$ cat src/rtl/lsu_defines.svh
`ifndef LSU_DEFINES_SVH
`define LSU_DEFINES_SVH

// load/store queue depth
`define LSQ_N_ENTRIES 8

// buffers between issue and the data cache
`define LDB_N_ENTRIES 4
// must stay a power of two for the wrap-bit pointers
`define ST_BUF_N_ENTRIES 4

// ROB tag width
`define ROB_ID_WIDTH 6

// datapath widths
`define REG_DATA_WIDTH 32
`define ADDR_WIDTH 32

`endif

$ cat src/rtl/lsu_pkg.sv
`default_nettype none
`include "lsu_defines.svh"

package lsu_pkg;

    typedef logic [`ROB_ID_WIDTH-1:0] rob_id_t;
    typedef logic [`REG_DATA_WIDTH-1:0] reg_data_t;
    typedef logic [`ADDR_WIDTH-1:0] addr_t;

    typedef enum logic [1:0] {
        MEM_BYTE = 2'b00,
        MEM_HALF = 2'b01,
        MEM_WORD = 2'b10
    } mem_width_e;

    // operands that are not ready carry their producer tag
    typedef struct packed {
        logic       ld_st;
        mem_width_e width;
        reg_data_t  imm;
        rob_id_t    instr_rob_id;
        logic       base_addr_ready;
        addr_t      base_addr;
        rob_id_t    base_rob_id;
        logic       st_data_ready;
        reg_data_t  st_data;
        rob_id_t    st_data_rob_id;
    } lsq_dispatch_t;

    typedef struct packed {
        logic          valid;
        lsq_dispatch_t instr;
    } lsq_entry_t;

    typedef struct packed {
        addr_t      eff_addr;
        mem_width_e ld_width;
        rob_id_t    instr_rob_id;
    } ld_buf_entry_t;

    typedef struct packed {
        addr_t      eff_addr;
        mem_width_e st_width;
        reg_data_t  st_data;
        rob_id_t    instr_rob_id;
    } st_buf_entry_t;

    typedef struct packed {
        logic      valid;
        rob_id_t   rob_id;
        reg_data_t reg_data;
    } broadcast_t;

endpackage

`default_nettype wire

$ cat src/rtl/lsq_shift_queue.sv
`timescale 1ns/1ps
`default_nettype none
`include "lsu_defines.svh"

module lsq_shift_queue (
    input  wire logic                  clk,
    input  wire logic                  rst_n,
    input  wire logic                  flush,

    input  wire logic                  enq_valid,
    input  wire lsu_pkg::lsq_dispatch_t enq_data,
    output logic                       enq_ready,

    input  wire lsu_pkg::broadcast_t   alu_broadcast,
    input  wire lsu_pkg::broadcast_t   ld_broadcast,

    input  wire logic                  deq_ready,
    output logic                       sched_valid,
    output lsu_pkg::lsq_entry_t        sched_entry
);
    import lsu_pkg::*;

    localparam int N = `LSQ_N_ENTRIES;
    localparam int IDX_W = $clog2(N);
    localparam int CNT_W = $clog2(N + 1);

    lsq_entry_t [N-1:0] entries;
    // one extra empty slot shifts in at the top
    lsq_entry_t [N:0]   woken;
    lsq_entry_t [N-1:0] entries_nxt;
    lsq_dispatch_t      enq_woken;
    logic [CNT_W-1:0]   count;
    logic [CNT_W-1:0]   enq_pos;
    logic [N-1:0]       ready;
    logic [IDX_W-1:0]   sched_idx;
    logic               enq_fire;

    // tag match against both result buses
    function automatic lsq_dispatch_t capture(input lsq_dispatch_t d,
                                              input broadcast_t alu,
                                              input broadcast_t ld);
        lsq_dispatch_t r;
        r = d;
        if (!d.base_addr_ready) begin
            if (alu.valid && alu.rob_id == d.base_rob_id) begin
                r.base_addr_ready = 1'b1;
                r.base_addr = alu.reg_data;
            end else if (ld.valid && ld.rob_id == d.base_rob_id) begin
                r.base_addr_ready = 1'b1;
                r.base_addr = ld.reg_data;
            end
        end
        if (!d.st_data_ready) begin
            if (alu.valid && alu.rob_id == d.st_data_rob_id) begin
                r.st_data_ready = 1'b1;
                r.st_data = alu.reg_data;
            end else if (ld.valid && ld.rob_id == d.st_data_rob_id) begin
                r.st_data_ready = 1'b1;
                r.st_data = ld.reg_data;
            end
        end
        return r;
    endfunction

    assign enq_ready = (count != CNT_W'(N));
    assign enq_fire  = enq_valid && enq_ready;
    // dequeued slot frees up before the new entry lands
    assign enq_pos   = count - CNT_W'(deq_ready);
    assign enq_woken = capture(enq_data, alu_broadcast, ld_broadcast);

    always_comb begin
        for (int i = 0; i < N; i++) begin
            ready[i] = entries[i].valid && entries[i].instr.base_addr_ready
                    && (!entries[i].instr.ld_st || entries[i].instr.st_data_ready);
        end
    end

    // lowest index is the oldest
    always_comb begin
        sched_idx = '0;
        for (int i = N - 1; i >= 0; i--) begin
            if (ready[i]) begin
                sched_idx = IDX_W'(i);
            end
        end
    end

    assign sched_valid = |ready;
    assign sched_entry = entries[sched_idx];

    always_comb begin
        for (int i = 0; i < N; i++) begin
            woken[i].valid = entries[i].valid;
            woken[i].instr = capture(entries[i].instr, alu_broadcast, ld_broadcast);
        end
        woken[N] = '0;
    end

    // collapse above the dequeued slot, append at the tail
    always_comb begin
        for (int i = 0; i < N; i++) begin
            if (deq_ready && IDX_W'(i) >= sched_idx) begin
                entries_nxt[i] = woken[i+1];
            end else begin
                entries_nxt[i] = woken[i];
            end
            if (enq_fire && CNT_W'(i) == enq_pos) begin
                entries_nxt[i].valid = 1'b1;
                entries_nxt[i].instr = enq_woken;
            end
        end
    end

    always_ff @(posedge clk) begin
        if (!rst_n || flush) begin
            count <= '0;
            for (int i = 0; i < N; i++) begin
                entries[i].valid <= 1'b0;
            end
        end else begin
            count <= count + CNT_W'(enq_fire) - CNT_W'(deq_ready);
            entries <= entries_nxt;
        end
    end

    // issue logic may only take an entry that was offered
    a_deq_needs_sched: assert property (@(posedge clk) disable iff (!rst_n)
        deq_ready |-> sched_valid);

    // count and valid bits agree, so the top slot is free on accept
    a_no_enq_full: assert property (@(posedge clk) disable iff (!rst_n)
        enq_fire |-> !entries[N-1].valid);

endmodule

`default_nettype wire

$ cat src/rtl/load_buffer.sv
`timescale 1ns/1ps
`default_nettype none
`include "lsu_defines.svh"

module load_buffer (
    input  wire logic                   clk,
    input  wire logic                   rst_n,
    input  wire logic                   flush,

    input  wire logic                   enq_valid,
    input  wire lsu_pkg::ld_buf_entry_t enq_data,
    output logic                        enq_ready,

    output logic                        req_valid,
    output lsu_pkg::ld_buf_entry_t      req,
    input  wire logic                   req_ready
);
    import lsu_pkg::*;

    localparam int N = `LDB_N_ENTRIES;
    localparam int CNT_W = $clog2(N + 1);

    ld_buf_entry_t [N-1:0] entries;
    logic [CNT_W-1:0]      count;
    logic [CNT_W-1:0]      enq_pos;
    logic                  enq_fire;
    logic                  deq_fire;

    assign enq_ready = (count != CNT_W'(N));
    assign req_valid = (count != '0);
    // oldest load always sits in slot 0
    assign req       = entries[0];

    assign enq_fire = enq_valid && enq_ready;
    assign deq_fire = req_valid && req_ready;
    assign enq_pos  = count - CNT_W'(deq_fire);

    always_ff @(posedge clk) begin
        if (!rst_n || flush) begin
            count <= '0;
        end else begin
            count <= count + CNT_W'(enq_fire) - CNT_W'(deq_fire);
        end
    end

    always_ff @(posedge clk) begin
        for (int i = 0; i < N - 1; i++) begin
            if (enq_fire && enq_pos == CNT_W'(i)) begin
                entries[i] <= enq_data;
            end else if (deq_fire) begin
                entries[i] <= entries[i+1];
            end
        end
        if (enq_fire && enq_pos == CNT_W'(N - 1)) begin
            entries[N-1] <= enq_data;
        end
    end

    // issue logic must respect enq_ready
    a_no_overflow: assert property (@(posedge clk) disable iff (!rst_n)
        enq_valid |-> enq_ready);

endmodule

`default_nettype wire

$ cat src/rtl/store_buffer.sv
`timescale 1ns/1ps
`default_nettype none
`include "lsu_defines.svh"

module store_buffer (
    input  wire logic                   clk,
    input  wire logic                   rst_n,
    input  wire logic                   flush,

    input  wire logic                   enq_valid,
    input  wire lsu_pkg::st_buf_entry_t enq_data,
    output logic                        enq_ready,

    output logic                        req_valid,
    output lsu_pkg::st_buf_entry_t      req,
    input  wire logic                   req_ready
);
    import lsu_pkg::*;

    localparam int N = `ST_BUF_N_ENTRIES;
    localparam int PTR_W = $clog2(N);

    st_buf_entry_t  mem [N];
    // msb is the wrap bit
    logic [PTR_W:0] head;
    logic [PTR_W:0] tail;
    logic [PTR_W:0] occupancy;
    logic           empty;
    logic           full;
    logic           enq_fire;
    logic           deq_fire;

    assign empty = (head == tail);
    assign full  = (head[PTR_W] != tail[PTR_W])
                && (head[PTR_W-1:0] == tail[PTR_W-1:0]);
    assign occupancy = tail - head;

    assign enq_ready = !full;
    assign req_valid = !empty;
    assign req       = mem[head[PTR_W-1:0]];

    assign enq_fire = enq_valid && enq_ready;
    assign deq_fire = req_valid && req_ready;

    always_ff @(posedge clk) begin
        if (!rst_n || flush) begin
            head <= '0;
            tail <= '0;
        end else begin
            if (enq_fire) begin
                tail <= tail + 1'b1;
            end
            if (deq_fire) begin
                head <= head + 1'b1;
            end
        end
    end

    always_ff @(posedge clk) begin
        if (enq_fire) begin
            mem[tail[PTR_W-1:0]] <= enq_data;
        end
    end

    // head never passes tail, so nothing drains from an empty FIFO
    a_no_underflow: assert property (@(posedge clk) disable iff (!rst_n)
        occupancy <= (PTR_W+1)'(N));

endmodule

`default_nettype wire

$ cat src/rtl/load_store_issue.sv
`timescale 1ns/1ps
`default_nettype none
`include "lsu_defines.svh"

module load_store_issue (
    input  wire logic                   clk,
    input  wire logic                   rst_n,

    input  wire logic                   dispatch_valid,
    input  wire lsu_pkg::lsq_dispatch_t dispatch_data,
    output logic                        dispatch_ready,

    input  wire lsu_pkg::broadcast_t    alu_broadcast,
    input  wire lsu_pkg::broadcast_t    ld_broadcast,

    input  wire logic                   fetch_redirect_valid,

    output logic                        ld_req_valid,
    output lsu_pkg::ld_buf_entry_t      ld_req,
    input  wire logic                   ld_req_ready,

    output logic                        st_req_valid,
    output lsu_pkg::st_buf_entry_t      st_req,
    input  wire logic                   st_req_ready
);
    import lsu_pkg::*;

    lsq_entry_t    sched_entry;
    logic          sched_valid;
    logic          is_store;
    logic          issue;
    addr_t         eff_addr_raw;
    addr_t         eff_addr;
    ld_buf_entry_t ld_enq_data;
    st_buf_entry_t st_enq_data;
    logic          ld_enq_valid;
    logic          ld_enq_ready;
    logic          st_enq_valid;
    logic          st_enq_ready;

    lsq_shift_queue lsq (
        .clk          (clk),
        .rst_n        (rst_n),
        .flush        (fetch_redirect_valid),
        .enq_valid    (dispatch_valid),
        .enq_data     (dispatch_data),
        .enq_ready    (dispatch_ready),
        .alu_broadcast(alu_broadcast),
        .ld_broadcast (ld_broadcast),
        .deq_ready    (issue),
        .sched_valid  (sched_valid),
        .sched_entry  (sched_entry)
    );

    // agu
    assign eff_addr_raw = sched_entry.instr.base_addr + sched_entry.instr.imm;

    always_comb begin
        case (sched_entry.instr.width)
            MEM_WORD: eff_addr = {eff_addr_raw[`ADDR_WIDTH-1:2], 2'b00};
            MEM_HALF: eff_addr = {eff_addr_raw[`ADDR_WIDTH-1:1], 1'b0};
            default:  eff_addr = eff_addr_raw;
        endcase
    end

    // oldest ready entry goes only if its buffer has room
    assign is_store     = sched_entry.instr.ld_st;
    assign issue        = sched_valid && (is_store ? st_enq_ready : ld_enq_ready);
    assign ld_enq_valid = issue && !is_store;
    assign st_enq_valid = issue && is_store;

    assign ld_enq_data.eff_addr     = eff_addr;
    assign ld_enq_data.ld_width     = sched_entry.instr.width;
    assign ld_enq_data.instr_rob_id = sched_entry.instr.instr_rob_id;

    assign st_enq_data.eff_addr     = eff_addr;
    assign st_enq_data.st_width     = sched_entry.instr.width;
    assign st_enq_data.st_data      = sched_entry.instr.st_data;
    assign st_enq_data.instr_rob_id = sched_entry.instr.instr_rob_id;

    load_buffer ld_buf (
        .clk      (clk),
        .rst_n    (rst_n),
        .flush    (fetch_redirect_valid),
        .enq_valid(ld_enq_valid),
        .enq_data (ld_enq_data),
        .enq_ready(ld_enq_ready),
        .req_valid(ld_req_valid),
        .req      (ld_req),
        .req_ready(ld_req_ready)
    );

    store_buffer st_buf (
        .clk      (clk),
        .rst_n    (rst_n),
        .flush    (fetch_redirect_valid),
        .enq_valid(st_enq_valid),
        .enq_data (st_enq_data),
        .enq_ready(st_enq_ready),
        .req_valid(st_req_valid),
        .req      (st_req),
        .req_ready(st_req_ready)
    );

endmodule

`default_nettype wire

$ cat config.mk
export PLATFORM = sky130hd
export DESIGN_NAME = load_store_issue
export DESIGN_NICKNAME = d
export VERILOG_FILES = /design/src/rtl/lsu_pkg.sv /design/src/rtl/lsq_shift_queue.sv /design/src/rtl/load_buffer.sv /design/src/rtl/store_buffer.sv /design/src/rtl/load_store_issue.sv
export VERILOG_INCLUDE_DIRS = /design/src /design/src/rtl
export SDC_FILE = /design/constraint.sdc
export NUM_CORES = 2
export LEC_CHECK = 0
export ABC_AREA = 1
export BUFFER_PORTS_ARGS = -buffer_cell sky130_fd_sc_hd__buf_2
export CORE_ASPECT_RATIO = 1.2
export CORE_MARGIN = 8
export CORE_UTILIZATION = 30
export CTS_CLUSTER_SIZE = 28
export DETAILED_ROUTE_END_ITERATION = 8
export GPL_TIMING_DRIVEN = 0
export PLACE_DENSITY_LB_ADDON = 0.25
export SLEW_MARGIN = 5
export SYNTH_ARGS = -nofsm -noshare
export SYNTH_HDL_FRONTEND = slang
export SYNTH_SLANG_ARGS = --single-unit
export TNS_END_PERCENT = 50
$ cat constraint.sdc
create_clock -name clk -period 17.6 [get_ports clk]
set_clock_uncertainty 0.2 [all_clocks]
set_input_delay 3.52 -clock clk [delete_from_list [all_inputs] [get_ports clk]]
set_output_delay 3.52 -clock clk [all_outputs]
set_load 0.1 [all_outputs]
==> flow_summary.yaml <==
clock_network:
  post_cts_resized: 0
  insertion_delay_ps: 920
  ctsHtreeMaxLevel: 4
  cts_setup_buffers: 0
  clk_pin_slew_ps: 60
  clock_tree.root_cell: "clkbuf_16"
  cts_sinks: 1423
  cts_max_path_buffers: 4
  cts-hold-fix-buffers: 0
  cts_buffers: 170
  cts_tree: "built"
global_routing:
  met3_usage_pct: 10.1
  grt_pass1_wl_um: 740000
  grt-ovfl-total: 0
  antenna_found_initial: 91
  grtUsageTotal_pct: 33.0
  grt_pass1_vias: 88700
  top_usage_layer: "met2"
  grtUsageMet1_pct: 41.3
  grt_util_met2_pct: 47.2
  grt_max_degree: 90
synth:
  ys.flop_type: "edfxtp_1"
  synth_nets: 11400
  synthArstFlopShare_pct: 0
  synth_warnings: 0
  netlist_area_um2: 89500
  synth_top_family_by_area: "simple AND/OR/NAND/NOR gates"
  synthAdderAreaFrac_pct: 0.738
  synth_cells: 11200
  seq_area_frac_synth_pct: 47.5
  synth-simple-area-share_pct: 22.1
  synth-seq-cells: 1423
  synth-compound-area-share_pct: 21.5
  synth_edf_count: 1400
  synthMuxAreaShare_pct: 0
  synthDistinctLibCells: 55
  synthXorXnorAreaFrac_pct: 0.929
  synth.avg_cell_area_um2: 8.00
power_and_ir_drop:
  power_density_nw_per_um2: 219
  ir_drop_v: 0.000203
  power_leakage_nw: 39.6
  power.total_mw: 22.6
critical_path:
  cp_slowest_cell: "clkbuf_1"
  cp_max_fo: 10
  cp_top_family: "buffers and inverters"
  crit_top_cell: "nand2_1"
  worstSetupPathType: "flip-flop to flip-flop"
  worstSetupStartpointType: "flip-flop"
  cp-end-kind: "flip-flop"
  cp_slowest_stage_delay_ps: 1150
  crit_required_ps: 17960
  path_buf_inv: 7
  cp.arrival_ps: 9750
routing:
  dr.pass1.iters: 9
  dr_total_vias: 98600
  remaining_drc_errors: 5
  routedWlPerCell_um: 34.8
  first_iter_violations: 17400
  drtAntennaViolNets: 0
  routed_wl_um: 553000
  via_per_inst: 6.20
timing:
  fin_hold_ws_ps: 275
  rsz0062_at_grt: "false"
  fin_crit_sh_pct: 53.4
  hold_viol_final: 0
  slew_viol_final: 68
  setup_viol: 0
  finalSetupTns_ps: 0
  max_freq_mhz: 106
  tightest_slew_ps: 1570
  slew_headroom_pct: -4.85
  fin_crit_ps: 9390
die:
  initial_core_util_pct: 30.2
  ios: 318
  core_area_um2: 297000
  die_x_um: 515
  die_y_um: 614
  die-area_um2: 316000
  rows: 219
hold_path:
  holdCritPathClass: "flip-flop to flip-flop"
outcome:
  violations: "design-rule violations, max-capacitance violations, max-slew violations"
  run_status: "finished, violations left"
job:
  cap_violations: 9
finish:
  nNetsFinal: 12000
  layout_common_cells: "nand2_1 (2,821), o21ai_0 (1,523), edfxtp_1 (1,400), nand3_1 (1,203), clkbuf_1 (722)"
  final_common_cell: "nand2_1"
  post_route_cells_drive_above_1_share_pct: 8.65
  final_util_pct: 34.8
  area_delta_synth_final_pct: 15.3
placed_design:
  io_buffer_count: 289
  post-dp-hpwl_um: 420000
  gp_congestion: 1.10
==> cell families (layout without fill, tap and decap cells) <==
group,count (synthesis),in the layout
xor gates and xnor gates,95,95
AOI/OAI and AO/OA,3333,3333
and+or+nand+nor,4744,4744
adders and majority gates,51,51
other,0,62
buffers and inverters,1544,2213
DFF,1423,1423
==> state kept, by name, summed over array words and instances, names as in the netlist, named ones only <==
signal,count
ld_buf.req,40
lsq.entries,960
st_buf.mem,288
lsq.count,4
ld_buf.count,3
ld_buf.entries,120
st_buf.head,3
st_buf.tail,3
==> path summary, 6_finish.rpt <==
path	cells past startpoint	slack (ps)	end	from
max	25	8210	st_buf.mem[1][58]$_DFFE_PP_	lsq.entries[677]$_DFFE_PN_
min	2	270	st_buf.head[2]$_SDFFE_PP0P_	st_buf.head[2]$_SDFFE_PP0P_
max reg2reg	25	8210	st_buf.mem[1][58]$_DFFE_PP_	lsq.entries[677]$_DFFE_PN_
min reg2reg	2	270	st_buf.head[2]$_SDFFE_PP0P_	st_buf.head[2]$_SDFFE_PP0P_
==> cell usage after synthesis (all sizes together), types with 60 or more instances <==
library cell,count,area [µm²]
a21oi,537,2690
a221oi,77,687
buf,367,2070
clkbuf,716,2690
edfxtp,1400,42000
inv,444,1670
nand2,2833,10700
nand3,1206,6050
nor2,547,2080
nor3,60,323
o2111ai,74,648
o211ai,219,1640
o21ai,1571,7870
o221ai,66,578
o22ai,608,3800
xor2,65,569
==> layer usage <==
metal / vias to the layer above / share of wire, %
met1: 47500 / 37
met5: - / 0.085
li1: 41100 / -
met4: 74 / 9.6
met2: 7998 / 41
met3: 1859 / 13
==> final cells by class <==
cell class | instances | area, µm²
multi-input combinational | 8223 | 40900
clock inverter | 82 | 726
inverter | 461 | 1730
buffer | 1083 | 4800
fill | 31500 | 194000
tap | 3978 | 4980
antenna | 62 | 155
clock buffer | 207 | 4440
sequential | 1423 | 42500
timing repair buffer | 380 | 2980
==> metrics by stage <==
stage	worst slack, ps	cell area, µm²	cells
2_1_floorplan	5840	89500	11200
3_3_place_gp	-465	96000	15500
3_5_place_dp	8300	97900	15500
4_1_cts	8560	103000	15800
5_1_grt	8160	103000	15900
6_report	8210	103000	15900
==> where the power goes <==
group | total [mW] | switching (mW) | internal, mW
Combinational | 13.0 | 9.91 | 3.05
Sequential | 6.07 | 0.421 | 5.65
Clock | 3.56 | 1.61 | 1.95
==> worst register-to-register path, delay by kind of cell, from the launching register on <==
family | cells | cell delay, ps
buf+inv | 7 | 3460
compound gates | 7 | 2920
fa+ha+maj | 2 | 830
simple gates | 8 | 830
xor+xnor | 1 | 530
flops | 1 | 320
Note: power is estimated with default switching activity, not from simulation.
